===== src/fpga_consts.svh =====
`ifndef FPGA_CONSTS_SVH
`define FPGA_CONSTS_SVH

// transducers in the array, also one frame length
`define TRANS_NUM 249

// bram select codes on cpu_addr upper bits
`define BRAM_SELECT_CONTROLLER 2'd0
`define BRAM_SELECT_MOD 2'd1
`define BRAM_SELECT_NORMAL 2'd2

// controller register page
`define ADDR_CTL_FLAG 14'h0000
`define ADDR_MOD_MEM_WR_SEGMENT 14'h0020
`define ADDR_MOD_CYCLE 14'h0022
`define ADDR_MOD_FREQ_DIV 14'h0023

// ctl flag bits
`define CTL_FLAG_MOD_SEGMENT_BIT 0
`define CTL_FLAG_GAIN_SEGMENT_BIT 1

// words per mod segment, two byte samples each
`define MOD_WORDS 256

`endif


===== src/fpga_pkg.sv =====
package fpga_pkg;

  // one decoded cpu bus write
  typedef struct packed {
    logic [1:0] select;
    logic [13:0] addr;
    logic [15:0] data;
  } bus_wr_t;

  // gain table entry, upper byte intensity
  typedef struct packed {
    logic [7:0] intensity;
    logic [7:0] phase;
  } gain_t;

  // modulation settings from the register page
  typedef struct packed {
    // last sample index
    logic [15:0] cycle;
    // clocks per sample, 0 behaves as 1
    logic [15:0] freq_div;
    logic rd_segment;
    logic wr_segment;
  } mod_cfg_t;

  // per-transducer drive word
  typedef struct packed {
    logic [7:0] idx;
    logic [7:0] intensity;
    logic [7:0] phase;
  } drive_t;

endpackage


===== src/intensity_modulator.sv =====
`timescale 1ns/1ps

module intensity_modulator import fpga_pkg::*; (
  input logic CPU_CKIO,
  input logic rst_n,
  input drive_t gain_in,
  input logic gain_valid,
  input logic [7:0] mod_value,
  output drive_t dout,
  output logic dout_valid
);

  logic [8:0] mod_scale;
  logic [15:0] product;

  // m + 1 so full scale passes intensity unchanged
  assign mod_scale = {1'b0, mod_value} + 9'd1;

  // 255 * 256 still fits in 16 bits
  assign product = 16'(gain_in.intensity) * 16'(mod_scale);

  // output stage, phase and index pass through
  always_ff @(posedge CPU_CKIO) begin
    dout.idx <= gain_in.idx;
    dout.intensity <= product[15:8];
    dout.phase <= gain_in.phase;
  end

  always_ff @(posedge CPU_CKIO) begin
    if (!rst_n) begin
      dout_valid <= 1'b0;
    end else begin
      dout_valid <= gain_valid;
    end
  end

endmodule


===== config.mk =====
export PLATFORM = sky130hd
export DESIGN_NAME = intensity_modulator
export DESIGN_NICKNAME = d
export VERILOG_FILES = /design/src/fpga_consts.svh /design/src/fpga_pkg.sv /design/src/intensity_modulator.sv
export SDC_FILE = /design/constraint.sdc
export NUM_CORES = 1
export LEC_CHECK = 0
export BUFFER_PORTS_ARGS = -buffer_cell sky130_fd_sc_hd__buf_2
export CAP_MARGIN = 20
export CORE_ASPECT_RATIO = 1.2
export CORE_UTILIZATION = 50
export CTS_CLUSTER_DIAMETER = 60
export DETAILED_ROUTE_END_ITERATION = 10
export GPL_TIMING_DRIVEN = 1
export PLACE_DENSITY = 0.76
export REMOVE_ABC_BUFFERS = 1
export SYNTH_ARGS = -nofsm -noshare
export SYNTH_HDL_FRONTEND = slang
export SYNTH_SLANG_ARGS = --single-unit

===== constraint.sdc =====
create_clock -name CPU_CKIO -period 14.05 [get_ports CPU_CKIO]
set_clock_uncertainty 0.15 [all_clocks]
set_input_delay 3.5125 -clock CPU_CKIO [delete_from_list [all_inputs] [get_ports CPU_CKIO]]
set_output_delay 3.5125 -clock CPU_CKIO [all_outputs]
set_load 0.1 [all_outputs]

==> results by group <==
Power and ir drop
  – Power per cell area: 157 mW/mm^2
  – Highest ir drop seen on vdd: 0.000159 V
  – Leakage power: 1.66 nW

GRT
  – Initial antenna violation count: 0
  – Largest net degree at the start of global routing: 14
  – Vias in the first global route: 2046
  – Global Route Usage Sum: 0.188
  – Grt total ovfl: 0
  – First-pass GRT wire length: 8.98 mm

Die
  – Starting Density: 0.518
  – Core Region: 0.00530 mm^2
  – Row cnt: 29
  – Die Ht: 83.2 um
  – I/O pins: 60
  – Die width: 69.7 um
  – Die ar.: 0.00579 mm^2

Layout
  – # fillers: 483
  – Nets: 440
  – Antenna cells: 0
  – Proportion of layout cells with a drive suffix above 1: 0.221
  – Post-Layout Cell Count: 393
  – Multi-input logic area: 0.00207 mm^2
  – Register area: 500 um^2
  – Area Growth Syn to Fin: 14.8%

Synthesis
  – Post-synthesis cell area: 0.00275 mm^2
  – Syn. warnings: 0
  – #FFs+latches synth: 25
  – Synth area leader: fa_1
  – Seq/Total Area, Yosys: 0.182
  – Post-synth EDFFs: 0
  – Syn_area_per_cell: 10.2 um^2
  – Yosys cell types: 30
  – Ys flop type: dfxtp_1
  – Post-synthesis cell count: 269
  – Yosys top cell area share: 0.292
  – Synth top area cells: fa_1, dfxtp_1, ha_1, nor2b_1, inv_1
  – Share of flip-flops with an asynchronous set or reset: 0
  – Commonest cells post-synth: inv_1, fa_1, nor2b_1
  – Count leader, synth: inv_1

Setup path
  – Critical Path Most Common Cell: fa_1
  – Max stage delay on crit path: 0.59 ns
  – CP Launch Type: input port
  – Crit. End Element: flop
  – Critical Path RT: 14.10 ns
  – Critical-path cell list: buf_2 > ha_1 > nand3_2 > nor2_2 > xnor2_1 > nor2b_1 > fa_1 > fa_1 > fa_1 > inv_1 > fa_1 > inv_1 > ha_1 > a21oi_1 > o21ai_0 > a211oi_2 > o21ai_2 > a21oi_1 > xnor2_1
  – Crit path max-delay cell type: xnor2_1
  – Crit Path Class: input port to flop
  – Worst path buffer plus inverter count: 3
  – CP delay by family, top: adder cells
  – WP data arrival: 8.32 ns
  – Crit Path Max Fanout: 10

CTS
  – Root buf cell: clkbuf_8
  – H-tree levels: 1
  – Cts bufs inserted: 3
  – CTS tree: done
  – Clk slew on worst S/H paths: 0.08 ns
  – Sink Count: 25
  – Post-cts sizing count: 0
  – Post-CTS Setup Bufs: 0
  – Longest Clk Path Bufs: 2
  – Hold Buf Count CTS: 0

STA
  – RSZ-0062 raised after global routing: no
  – # setup viols final: 0
  – Max-slew violation count: 0
  – Setup TNS: 0 ns
  – Period utilisation layout: 0.589
  – Tmin final: 8.27 ns
  – Fmax: 0.121 GHz
  – Max-slew headroom: 0.495
  – Worst Max-Slew Pin Slew: 0.753 ns
  – Final Hold Viols: 0

Routing
  – Initial DRC Count: 66
  – Via/cell ratio: 4.97
  – Final WL: 4.96 mm
  – Drc violations: 0
  – ANT nets after route: 0
  – DR WL/cell: 12.6 um
  – First-pass detailed-route iteration total: 4
  – Routed vias: 1954

Status
  – Outcome: finished clean

Placement
  – Gpl congestion: 0.828
  – Placed Cells: 389
  – DP Wirelength: 4.22 mm
  – Port Buf Inserts: 59

Job
  – Max_cap viols: 0

Hold path
  – Hold Path Class: input port to flop
## final timing paths
path | startpoint | to | slack [ns] | cells after the start
worst min-delay path | gain_in[0] | dout[0] | 3.20 | 1
worst max-delay path | mod_value[0] | dout[15] | 5.78 | 19
## per-layer routing
metal | up-vias | wire [um] | global-route usage
li1 | 955 | - | -
met1 | 978 | 2110 | 0.239
met2 | 19 | 2740 | 0.354
met3 | 2 | 91 | 0.0231
met4 | 0 | 11 | 0.0109
met5 | - | 0 | 0
## cells in the final DEF, fill, tap and decap left out
cell	n
nand3_1	3
nand3_2	1
a21oi_2	1
and2b_1	5
nor2b_1	35
a21o_1	3
a211oi_2	1
a21oi_1	8
clkbuf_8	3
dfxtp_1	25
xor2_1	9
xnor2_2	1
nor2_2	1
nand4_1	1
fa_1	40
o21ai_0	2
and2_1	22
buf_2	59
nand4b_1	2
inv_1	44
clkbuf_1	1
nand2_4	1
nor2_1	2
and3_4	1
and3_1	1
nand2b_1	7
ha_1	33
xnor2_1	8
o2111ai_1	1
nand2_1	6
o21ai_2	3
a21bo_2	1
## layout make-up
type / count / share of cell area
clock buffers: 4 / 0.0143
inverters: 44 / 0.0524
multi-input cells: 199 / 0.656
flip-flops and latches: 25 / 0.159
well taps: 62 / 0.0246
repair buffers: 59 / 0.0937
## sequential cells by signal (all words and copies together) (netlist names)
signal,cells
dout,24
dout_valid,1
## report_power, final
group / internal, W / leakage [nW] / switching [W] / total [W]
registers: 0.0000875 / 0.211 / 0.00000240 / 0.0000899
logic: 0.000120 / 1.43 / 0.000244 / 0.000364
clock network: 0.0000202 / 0.0228 / 0.0000201 / 0.0000403
## through the flow
stage	setup WS [ns]	hold slack [ns]	instance area [um^2]	util	power (W)
floorplan	6.18	3.39	2740	-	0.000395
global placement	5.74	3.47	3110	0.587	0.000453
detailed placement	5.50	3.47	3110	0.587	0.000457
CTS	5.77	3.19	3150	0.595	0.000499
global route	5.47	3.18	3150	0.595	0.000546
finish	5.78	3.20	3150	0.595	0.000494
## cells by family after synthesis
| logic type | Yosys count | synth area share |
|---|---|---|
| flip-flops | 25 | 0.182 |
| adder cells (fa/ha/maj) | 73 | 0.442 |
| XOR/XNOR | 18 | 0.0601 |
| AO/OA/AOI/OAI | 20 | 0.0506 |
| AND/OR/NAND/NOR | 88 | 0.201 |
| buffers and inverters | 45 | 0.0642 |
Note: power is estimated with default switching activity, not from simulation.
