File: config.mk
export PLATFORM = sky130hd
export DESIGN_NAME = controller_regs
export DESIGN_NICKNAME = d
export VERILOG_FILES = /design/src/fpga_pkg.sv /design/src/controller_regs.sv
export VERILOG_INCLUDE_DIRS = /design/src
export SDC_FILE = /design/constraint.sdc
export NUM_CORES = 1
export LEC_CHECK = 0
export BUFFER_PORTS_ARGS = -buffer_cell sky130_fd_sc_hd__clkbuf_2
export CORE_ASPECT_RATIO = 0.9
export CORE_UTILIZATION = 40
export CTS_CLUSTER_SIZE = 16
export DETAILED_ROUTE_END_ITERATION = 7
export GPL_TIMING_DRIVEN = 0
export PLACE_DENSITY = 0.74
export SYNTH_ARGS = -nofsm -noshare
export SYNTH_HDL_FRONTEND = slang
export SYNTH_SLANG_ARGS = --single-unit
File: constraint.sdc
create_clock -name CPU_CKIO -period 3.5 [get_ports CPU_CKIO]
set_input_delay 0.35 -clock CPU_CKIO [delete_from_list [all_inputs] [get_ports CPU_CKIO]]
set_output_delay 0.35 -clock CPU_CKIO [all_outputs]
set_load 0.005 [all_outputs]
File: src/fpga_consts.svh
`ifndef FPGA_CONSTS_SVH
`define FPGA_CONSTS_SVH

// transducers in the array, also one frame length
`define TRANS_NUM 249

// bram select codes on cpu_addr upper bits
`define BRAM_SELECT_CONTROLLER 2'd0
`define BRAM_SELECT_MOD 2'd1
`define BRAM_SELECT_NORMAL 2'd2

// controller register page
`define ADDR_CTL_FLAG 14'h0000
`define ADDR_MOD_MEM_WR_SEGMENT 14'h0020
`define ADDR_MOD_CYCLE 14'h0022
`define ADDR_MOD_FREQ_DIV 14'h0023

// ctl flag bits
`define CTL_FLAG_MOD_SEGMENT_BIT 0
`define CTL_FLAG_GAIN_SEGMENT_BIT 1

// words per mod segment, two byte samples each
`define MOD_WORDS 256

`endif

File: src/fpga_pkg.sv
package fpga_pkg;

  // one decoded cpu bus write
  typedef struct packed {
    logic [1:0] select;
    logic [13:0] addr;
    logic [15:0] data;
  } bus_wr_t;

  // gain table entry, upper byte intensity
  typedef struct packed {
    logic [7:0] intensity;
    logic [7:0] phase;
  } gain_t;

  // modulation settings from the register page
  typedef struct packed {
    // last sample index
    logic [15:0] cycle;
    // clocks per sample, 0 behaves as 1
    logic [15:0] freq_div;
    logic rd_segment;
    logic wr_segment;
  } mod_cfg_t;

  // per-transducer drive word
  typedef struct packed {
    logic [7:0] idx;
    logic [7:0] intensity;
    logic [7:0] phase;
  } drive_t;

endpackage

File: src/controller_regs.sv
`timescale 1ns/1ps
`include "fpga_consts.svh"

module controller_regs import fpga_pkg::*; (
  input logic CPU_CKIO,
  input logic rst_n,
  input logic cpu_cs_n,
  input logic cpu_we_n,
  input logic [1:0] cpu_select,
  input logic [13:0] cpu_addr,
  input logic [15:0] cpu_data,
  output mod_cfg_t mod_cfg,
  output logic gain_rd_segment,
  output bus_wr_t mod_wr,
  output bus_wr_t gain_wr,
  output logic mod_wr_valid,
  output logic gain_wr_valid
);

  logic we_n_q;
  logic wr_edge;
  logic wr_valid;
  bus_wr_t wr_q;
  logic [1:0] ctl_flag;
  logic mod_wr_segment;
  logic [15:0] mod_cycle;
  logic [15:0] mod_freq_div;

  // previous we level for edge detect
  always_ff @(posedge CPU_CKIO) begin
    if (!rst_n) begin
      we_n_q <= 1'b1;
      wr_valid <= 1'b0;
    end else begin
      we_n_q <= cpu_we_n;
      wr_valid <= wr_edge;
    end
  end

  // we falling while cs held low
  assign wr_edge = ~cpu_cs_n & we_n_q & ~cpu_we_n;

  // bus is stable across the we pulse
  always_ff @(posedge CPU_CKIO) begin
    if (wr_edge) begin
      wr_q <= '{select: cpu_select, addr: cpu_addr, data: cpu_data};
    end
  end

  // register page
  always_ff @(posedge CPU_CKIO) begin
    if (!rst_n) begin
      ctl_flag <= 2'b00;
      mod_wr_segment <= 1'b0;
      mod_cycle <= 16'd0;
      mod_freq_div <= 16'd1;
    end else if (wr_valid && wr_q.select == `BRAM_SELECT_CONTROLLER) begin
      case (wr_q.addr)
        `ADDR_CTL_FLAG: ctl_flag <= wr_q.data[1:0];
        `ADDR_MOD_MEM_WR_SEGMENT: mod_wr_segment <= wr_q.data[0];
        `ADDR_MOD_CYCLE: mod_cycle <= wr_q.data;
        `ADDR_MOD_FREQ_DIV: mod_freq_div <= wr_q.data;
        default: ;
      endcase
    end
  end

  assign mod_cfg.cycle = mod_cycle;
  assign mod_cfg.freq_div = mod_freq_div;
  assign mod_cfg.rd_segment = ctl_flag[`CTL_FLAG_MOD_SEGMENT_BIT];
  assign mod_cfg.wr_segment = mod_wr_segment;
  assign gain_rd_segment = ctl_flag[`CTL_FLAG_GAIN_SEGMENT_BIT];

  // memory writes share the decoded payload
  assign mod_wr = wr_q;
  assign gain_wr = wr_q;
  assign mod_wr_valid = wr_valid && (wr_q.select == `BRAM_SELECT_MOD);
  assign gain_wr_valid = wr_valid && (wr_q.select == `BRAM_SELECT_NORMAL);

  // each bus write lands in one place only
  a_one_dest: assert property (@(posedge CPU_CKIO) disable iff (!rst_n)
    !(mod_wr_valid && gain_wr_valid));

endmodule

==> reports/results.tsv, run 1 <==
metric	value	unit
status	finished, final reports clean	
cts.hold.buffers_added	0	
dr_total_vias	2073	
cp.required	3.75	ns
synth_most_common_cell	nand2_1	
floorplan.die.height	80.4	microns
power	1.75	mW
synthAdderAreaFrac	0	%
syn_inst	218	
htreeDepth	3	
fin_skew	0.00937	ns
postSynthAreaPerCell	12.5	sq um
synth-compound-area-share	0.549	%
first_pass_iters	4	
synth_edf_count	32	
ys_warn_count	0	
seq_area_frac_synth	62.3	%
drive_above_1_share	52.8	%
rsz0062_at_grt	false	
fmax	0.505	GHz
timing.rr.start	gain_wr[25]	
cts_buffer_depth	2	
stdcell_area	0.00381	sq mm
ys_ff_latch	69	
ios	137	
synth.area.mux_share	12.5	%
route.detailed.drc	0	
drv_slew	0	
finalCritPeriodShare	56.6	%
crit_path_end_kind	register	
synth_top_family_by_area	simple AND/OR/NAND/NOR gates	
grt_pass1_wl	9030	microns
clk_latency	0.33	ns
coreArea	0.00659	sq mm
cts_root_buf	clkbuf_8	
cts_setup_buffers	0	
crit_fanout	10	
overflow	0	
whs	0.191	ns
viasPerCell	4.50	
antenna_found_initial	0	
synth_cell_types	25	
io_buffer_count	135	
grt_max_degree	13	
p_sw	0.352	mW
area_growth	39.4	%
tightest_slew	1.07	ns
power_frac_seq	50.2	%
synth_top_flop_cell	dfxtp_1	
gp_congestion	0.718	
avgRoutedWirePerCell	12.9	microns
path_clk_slew	0.08	ns
n_antenna_cell	0	
clkPwrFrac	44.1	%
criticalPathCategory	register to register	
wirelength	5940	microns
cellLeakagePower	1.81	nW
maxSlewHeadroom	28.7	%
final_antenna_net_count	0	
cts_tree	yes	
yosys.area.top_type	edfxtp_1	
p_int	1.39	mW
yosys.area_share.simple	13.1	%
place_area	0.00355	sq mm
synth_area	0.00273	sq mm
min_from	cpu_data[8]	
synthArstFlopShare	0	%
finalHoldViolCount	0	
yosysTopAreaCellShare	35.2	%
synthXorXnorAreaFrac	0	%
maxCapViolCount	0	
yosys-top-cells-area	edfxtp_1 35%, dfxtp_1 27%, mux2i_1 12%	
power_frac_comb	5.7	%
drtIter0Drc	57	
clock-sinks	69	
dp_hpwl	4550	microns
crit_start	gain_wr[25]	
grt_pass1_vias	1884	
peakVddDrop	0.286	mV
start_util	41.5	%
arrival	2.23	ns
hp-class	input pin to register	
die_area	0.00717	sq mm
rows	28	
setup_violations	0	
synthesis.nets	254	
switching_share	20.1	%
cts_buffers	9	
synth_commonest_cells	50 x nand2_1, 37 x dfxtp_1, 34 x mux2i_1	
critPathLaunchType	register	
cellPowerDensity	459	mW/mm^2
finalCriticalPeriod	1.98	ns
num-nets-final	402	
grt_usage	17.5	%
ctsResizeCount	0	
fp.dieW	89.1	microns
-- power by group through the flow --
stage          combinational (mW)  sequential (mW)  clock, mW
6_report                   0.0999            0.877      0.770
5_1_grt                     0.111            0.879      0.824
4_1_cts                     0.102            0.877      0.784
3_5_place_dp                0.102            0.895          0
3_3_place_gp               0.0949            0.896          0
2_1_floorplan              0.0423            0.895          0
-- final cells by class --
class	instances	area [sq um]
Multi-Input combinational cell	106	719
Sequential cell	69	1700
Buffer	42	313
Clock buffer	13	213
Clock inverter	3	43.8
Tap cell	90	113
Fill cell	606	2780
Inverter	1	3.75
Timing Repair Buffer	137	702
-- through the flow --
step	instances	setup TNS (ns)	setup slack, ns	utilization, %
6_report	461	0	1.52	57.8
5_1_grt	461	0	1.40	57.8
4_1_cts	461	0	1.48	57.8
3_5_place_dp	445	0	1.50	53.9
3_3_place_gp	443	-33.05	-1.01	53.5
2_1_floorplan	218	0	0.244	-
-- worst max-delay path, stage by stage, from the launching register on --
cell	delay [ns]
edfxtp_1	0.42
nor4_2	0.41
nand4_1	0.20
nor3_4	0.42
buf_6	0.25
mux2i_1	0.20
-- routing by layer --
layer	wire, microns	global-route usage [%]	up-vias
met2	3150	28.8	72
met3	305	5.04	10
met4	114	8.73	0
li1	-	-	1009
met5	0	0	-
met1	2370	20.7	982
-- registers in the layout (all words and copies together) (netlist names) --
| register | count |
|---|---|
| mod_cycle | 16 |
| gain_wr | 32 |
| mod_wr_segment | 1 |
| ctl_flag | 2 |
| wr_valid | 1 |
| we_n_q | 1 |
| mod_freq_div | 16 |
-- path summary, 6_finish.rpt --
path / endpoint / slack (ns) / depth (start not counted)
worst min register to register: ctl_flag[0] / 0.46 / 2
worst max register to register: mod_cycle[7] / 1.52 / 5
worst min-delay path: gain_wr[8] / 0.19 / 1
worst max-delay path: mod_cycle[7] / 1.52 / 5
-- logic make-up after synthesis --
family	count (synthesis)
multiplexers	34
AND/OR/NAND/NOR	70
AO/OA/AOI/OAI	2
buffers and inverters	43
flip-flops	69
-- layout by cell type (no fill, tap or decap), drive strengths merged --
| master | count |
|---|---|
| nor2b | 3 |
| nor2 | 3 |
| buf | 38 |
| clkinv | 2 |
| nor4 | 3 |
| clkbuf | 154 |
| and2 | 1 |
| mux2i | 34 |
| bufinv | 1 |
| and3b | 1 |
| nand2b | 1 |
| dfxtp | 37 |
| nor3b | 1 |
| inv | 1 |
| nor3 | 1 |
| nor4b | 1 |
| nand4 | 3 |
| o211ai | 1 |
| o31ai | 1 |
| nand2 | 51 |
| edfxtp | 32 |
| or3 | 1 |
No activity file was read; power rests on OpenSTA's default activity.
==> run 2: changes to the inputs <==
==> constraint.sdc (replaced) <==
create_clock -name CPU_CKIO -period 1.85 [get_ports CPU_CKIO]
set_input_delay 0.185 -clock CPU_CKIO [delete_from_list [all_inputs] [get_ports CPU_CKIO]]
set_output_delay 0.185 -clock CPU_CKIO [all_outputs]
set_load 0.005 [all_outputs]
==> reports/results.tsv, run 2 (synthesis gave the netlist of run 1 again) <==
metric	value	unit	change
status	finished, final reports clean		
grt_pass1_vias	1946		+3.3%
gp_congestion	0.736		+2.5%
tightest_slew	0.802	ns	-0.263 ns
peakVddDrop	0.530	mV	+85%
avgRoutedWirePerCell	13.0	microns	+0.91%
grt_pass1_wl	9180	microns	+1.7%
power	2.88	mW	+65%
htreeDepth	3		unchanged
area_growth	40.3	%	
maxCapViolCount	0		unchanged
setup_violations	0		unchanged
grt_max_degree	20		+7
dp_hpwl	4520	microns	-0.67%
cts_root_buf	clkbuf_8		
drtIter0Drc	60		+5.3%
first_pass_iters	4		unchanged
ios	137		unchanged
r2r_cells	6		+1
antenna_found_initial	0		unchanged
n_antenna_cell	0		unchanged
timing.rr.start	gain_wr[22]		
cp_slowest_stage_delay	0.44	ns	+0.02 ns
fmax	0.552	GHz	+9.3%
viasPerCell	4.41		-1.9%
coreArea	0.00659	sq mm	unchanged
largest_reg_flops	32		unchanged
r2r_slack	0.04	ns	-1.48 ns
maxSlewHeadroom	46.5	%	+18 points
clock-sinks	69		unchanged
hold_depth	1		unchanged
finalCriticalPeriod	1.81	ns	-0.169 ns
final_antenna_net_count	0		unchanged
arrival	2.02	ns	-0.21 ns
cts_tree	yes		
cts.hold.buffers_added	0		unchanged
drv_slew	0		unchanged
wirelength	6120	microns	+3.1%
route.detailed.drc	0		unchanged
die_area	0.00717	sq mm	unchanged
dp_cells	444		-0.22%
fin_cells	471		+2.2%
r2r-end	mod_freq_div[9]		
dp_slack	-0.190	ns	-1.69 ns
cp.required	2.06	ns	-1.69 ns
dr_total_vias	2077		+0.19%
drive_above_1_share	53.3	%	+0.45 points
finalHoldViolCount	0		unchanged
cellPowerDensity	751	mW/mm^2	+64%
start_util	41.5	%	unchanged
cellLeakagePower	1.84	nW	+1.3%
floorplan.die.height	80.4	microns	unchanged
grt_usage	17.5	%	+0.027 points
rsz0062_at_grt	true		
cts_buffers	9		unchanged
holdPathEnd	gain_wr[27]		
final.setup.tns	0	ns	unchanged
criticalPathCategory	register to register		
final_cell_mix	135 x clkbuf_2, 50 x nand2_1, 42 x buf_4, 37 x dfxtp_1, 33 x mux2i_1		
cpMaxStageDelayCell	edfxtp_1		
io_buffer_count	135		unchanged
final_common_cell	clkbuf_2		
finalCritPeriodShare	97.9	%	+41 points
worst_path_dominant_cell_family	simple AND/OR/NAND/NOR gates		
path_clk_slew	0.07	ns	about the same
setup_ws	0.0393	ns	-1.48 ns
fp.dieW	89.1	microns	unchanged
crit_path_cell_trace	nor4b_4, nand2_2, or3_1, buf_6, clkbuf_16, mux2i_1		
overflow	0		unchanged
critPathLaunchType	register		
fin_skew	0.00670	ns	-0.00267 ns
crit_fanout	5		-5
crit_path_end_kind	register		
cts_buffer_depth	2		unchanged
min_from	cpu_addr[11]		
num-nets-final	412		+2.5%
hp-class	input pin to register		
whs	0.0324	ns	-0.158 ns
crit_buf_inv	2		+1
rows	28		unchanged
clk_latency	0.32	ns	about the same
run 2: cell types whose count changed in the layout (fill, tap and decap cells not counted), sizes merged:
cell | previous run | this run
clkbuf | 154 | 156
bufinv | 1 | 0
buf | 38 | 47
run 2: worst max path at each step:
stage | start | to | cells past startpoint
final | gain_wr[22] | mod_freq_div[9] | 6
after global routing | gain_wr[26] | mod_cycle[6] | 5
after CTS | gain_wr[30] | mod_freq_div[7] | 6
after detailed placement | gain_wr[25] | mod_cycle[10] | 5
after global placement | cpu_cs_n | gain_wr[4] | 2
after floorplan | gain_wr[30] | mod_freq_div[10] | 6
run 2: power by group:
part	switching, mW	internal (mW)
combinational	0.0878	0.105
sequential	0.0281	1.63
clock	0.504	0.522
total	0.620	2.26
run 2: metal layers:
metal	vias up	wire [microns]	track usage [%]
met5	-	0	0
met1	976	2540	19.4
li1	1023	-	-
met3	6	273	5.04
met2	72	3230	31.0
met4	0	76	7.46
run 2: cell type report:
cell class	count	area, sq um
fillers	609	2750
flip-flops and latches	69	1700
repair buffers	147	803
multi-input cells	106	738
plain buffers	42	313
clock buffers	14	153
well taps	90	113
clock inverters	2	10.0
inverters	1	3.75
run 2: per-stage QoR:
| step | cell area (sq um) | util, % |
|---|---|---|
| finish | 3830 | 58.2 |
| global route | 3830 | 58.2 |
| CTS | 3750 | 56.9 |
| detailed placement | 3550 | 53.9 |
| global placement | 3530 | 53.6 |
| floorplan | 2740 | - |
run 2: timing repair:
action                                  4_1_cts  5_1_grt
gates cloned                                  0        1
setup buffers                                 4        6
gates resized for setup                       1        1
endpoints found under the setup margin       21       18
pin swaps                                     1        3
==> run 3: changes to the inputs <==
--- a/config.mk
+++ b/config.mk
@@ -12,7 +12,7 @@
 export CTS_CLUSTER_SIZE = 16
 export DETAILED_ROUTE_END_ITERATION = 7
 export GPL_TIMING_DRIVEN = 0
-export PLACE_DENSITY = 0.74
+export PLACE_DENSITY_LB_ADDON = 0.12
 export SYNTH_ARGS = -nofsm -noshare
 export SYNTH_HDL_FRONTEND = slang
 export SYNTH_SLANG_ARGS = --single-unit
==> reports/results.tsv, run 3 (synthesis gave the netlist of run 1 again) <==
metric	value	unit	change
status	finished, final reports clean		
power_frac_comb	7.7	%	+1.0 points
grt_pass1_wl	9040	microns	-1.6%
switching_share	22.2	%	+0.64 points
finalCriticalPeriod	1.76	ns	-0.0514 ns
cp.required	2.08	ns	+0.02 ns
stdcell_area	0.00405	sq mm	+5.7%
overflow	0		unchanged
fin_skew	0.00690	ns	+0.000195 ns
clk_latency	0.34	ns	+0.02 ns
clock-sinks	69		unchanged
cts_buffer_depth	2		unchanged
place_area	0.00357	sq mm	+0.78%
coreArea	0.00659	sq mm	unchanged
floorplan.die.height	80.4	microns	unchanged
hp-class	input pin to register		
dp_cells	445		+0.23%
final_cell_mix	135 x clkbuf_2, 50 x nand2_1, 43 x buf_4, 37 x dfxtp_1, 34 x mux2i_1		
crit_path_end_kind	register		
p_sw	0.679	mW	+9.5%
finalCritPeriodShare	95.1	%	-2.8 points
dp_slack	-0.203	ns	-0.0136 ns
fmax	0.568	GHz	+2.9%
gp_congestion	0.700		-4.9%
path_clk_slew	0.07	ns	about the same
antenna_found_initial	0		unchanged
final_common_cell	clkbuf_2		
start_util	41.5	%	unchanged
grt_pass1_vias	1919		-1.4%
finalHoldViolCount	0		unchanged
viasPerCell	4.38		-0.75%
wirelength	6240	microns	+1.9%
rsz0062_at_grt	true		
fin_cells	491		+4.2%
num-nets-final	432		+4.9%
rows	28		unchanged
clkPwrFrac	38.1	%	+2.5 points
n_fill_cell	606		-0.49%
cts_root_buf	clkbuf_8		
crit_fanout	4		-1
ff_latch_area	0.00170	sq mm	unchanged
fin_util	61.5	%	+3.3 points
drtIter0Drc	66		+10%
area_growth	48.3	%	
dp_hpwl	4390	microns	-2.9%
cellLeakagePower	1.91	nW	+4.1%
dr_total_vias	2149		+3.5%
peakVddDrop	0.434	mV	-18%
criticalPathCategory	register to register		
die_area	0.00717	sq mm	unchanged
setup_ws	0.0908	ns	+0.0514 ns
arrival	1.98	ns	-0.04 ns
io_buffer_count	135		unchanged
grt_max_degree	18		-10%
cts_tree	yes		
cellPowerDensity	755	mW/mm^2	+0.64%
n_antenna_cell	0		unchanged
maxSlewHeadroom	65.2	%	+19 points
p_int	2.38	mW	+5.5%
cts_buffers	9		unchanged
tightest_slew	0.522	ns	-0.279 ns
ios	137		unchanged
maxCapViolCount	0		unchanged
avgRoutedWirePerCell	12.7	microns	-2.2%
final_antenna_net_count	0		unchanged
route.detailed.drc	0		unchanged
fp.dieW	89.1	microns	unchanged
drive_above_1_share	51.1	%	-2.2 points
power	3.06	mW	+6.4%
multi_input_area	739	sq um	+0.17%
largest_reg_flops	32		unchanged
htreeDepth	3		unchanged
first_pass_iters	4		unchanged
grt_usage	17.6	%	+0.054 points
setup_violations	0		unchanged
critPathLaunchType	register		
drv_slew	0		unchanged
power_frac_seq	54.2	%	-3.5 points
[run 3: metal layers]
layer | global-route usage [%] | vias to the layer above | share of wire (%)
li1 | - | 1067 | -
met1 | 20.2 | 997 | 43
met2 | 29.3 | 79 | 49
met3 | 7.81 | 6 | 6.7
met4 | 5.24 | 0 | 0.95
met5 | 0 | - | 0
[run 3: path summary, 6_finish.rpt]
path / from / endpoint / slack, ns / depth (start not counted)
worst max register to register: gain_wr[26] / mod_freq_div[1] / 0.09 / 5
worst max-delay path: gain_wr[26] / mod_freq_div[1] / 0.09 / 5
worst min-delay path: cpu_addr[13] / gain_wr[29] / 0.02 / 1
worst min register to register: mod_cycle[9] / mod_cycle[9] / 0.46 / 2
[run 3: cell type report]
class | count | area share [%]
tap | 90 | 2.78
clock buffer | 9 | 3.06
buffer | 41 | 7.44
timing repair buffer | 168 | 24.8
clock inverter | 7 | 1.64
multi-input combinational | 106 | 18.2
sequential | 69 | 42.0
inverter | 1 | 0.0926
[run 3: power by group through the flow]
stage	Sequential, mW	Clock, mW	Combinational [mW]
2_1_floorplan	1.69	0	0.0817
3_3_place_gp	1.69	0	0.184
3_5_place_dp	1.69	0	0.198
4_1_cts	1.66	1.22	0.216
5_1_grt	1.66	1.28	0.260
6_report	1.66	1.17	0.236
[run 3: per-stage QoR]
stage / TNS, ns / hold WS (ns)
after floorplan: 0 / 0.284
after global placement: -7.57 / 0.361
after detailed placement: -2.18 / 0.364
after CTS: 0 / 0.000260
after global routing: -0.00684 / 0.000290
final: 0 / 0.0199
[run 3: timing repair]
item / CTS / global route
setup endpoints to repair: 25 / 14
endpoints found under the hold margin: 8 / 13
resized for setup: 1 / 1
buffers inserted: 4 / 6
hold buffers: 8 / 13
pin swaps: 1 / 5
[run 3: critical path, stage by stage, from the launching register on]
cell	delay (ns)
edfxtp_1	0.45
nor4_4	0.36
nand4_1	0.13
or3_4	0.41
buf_4	0.18
mux2i_1	0.11
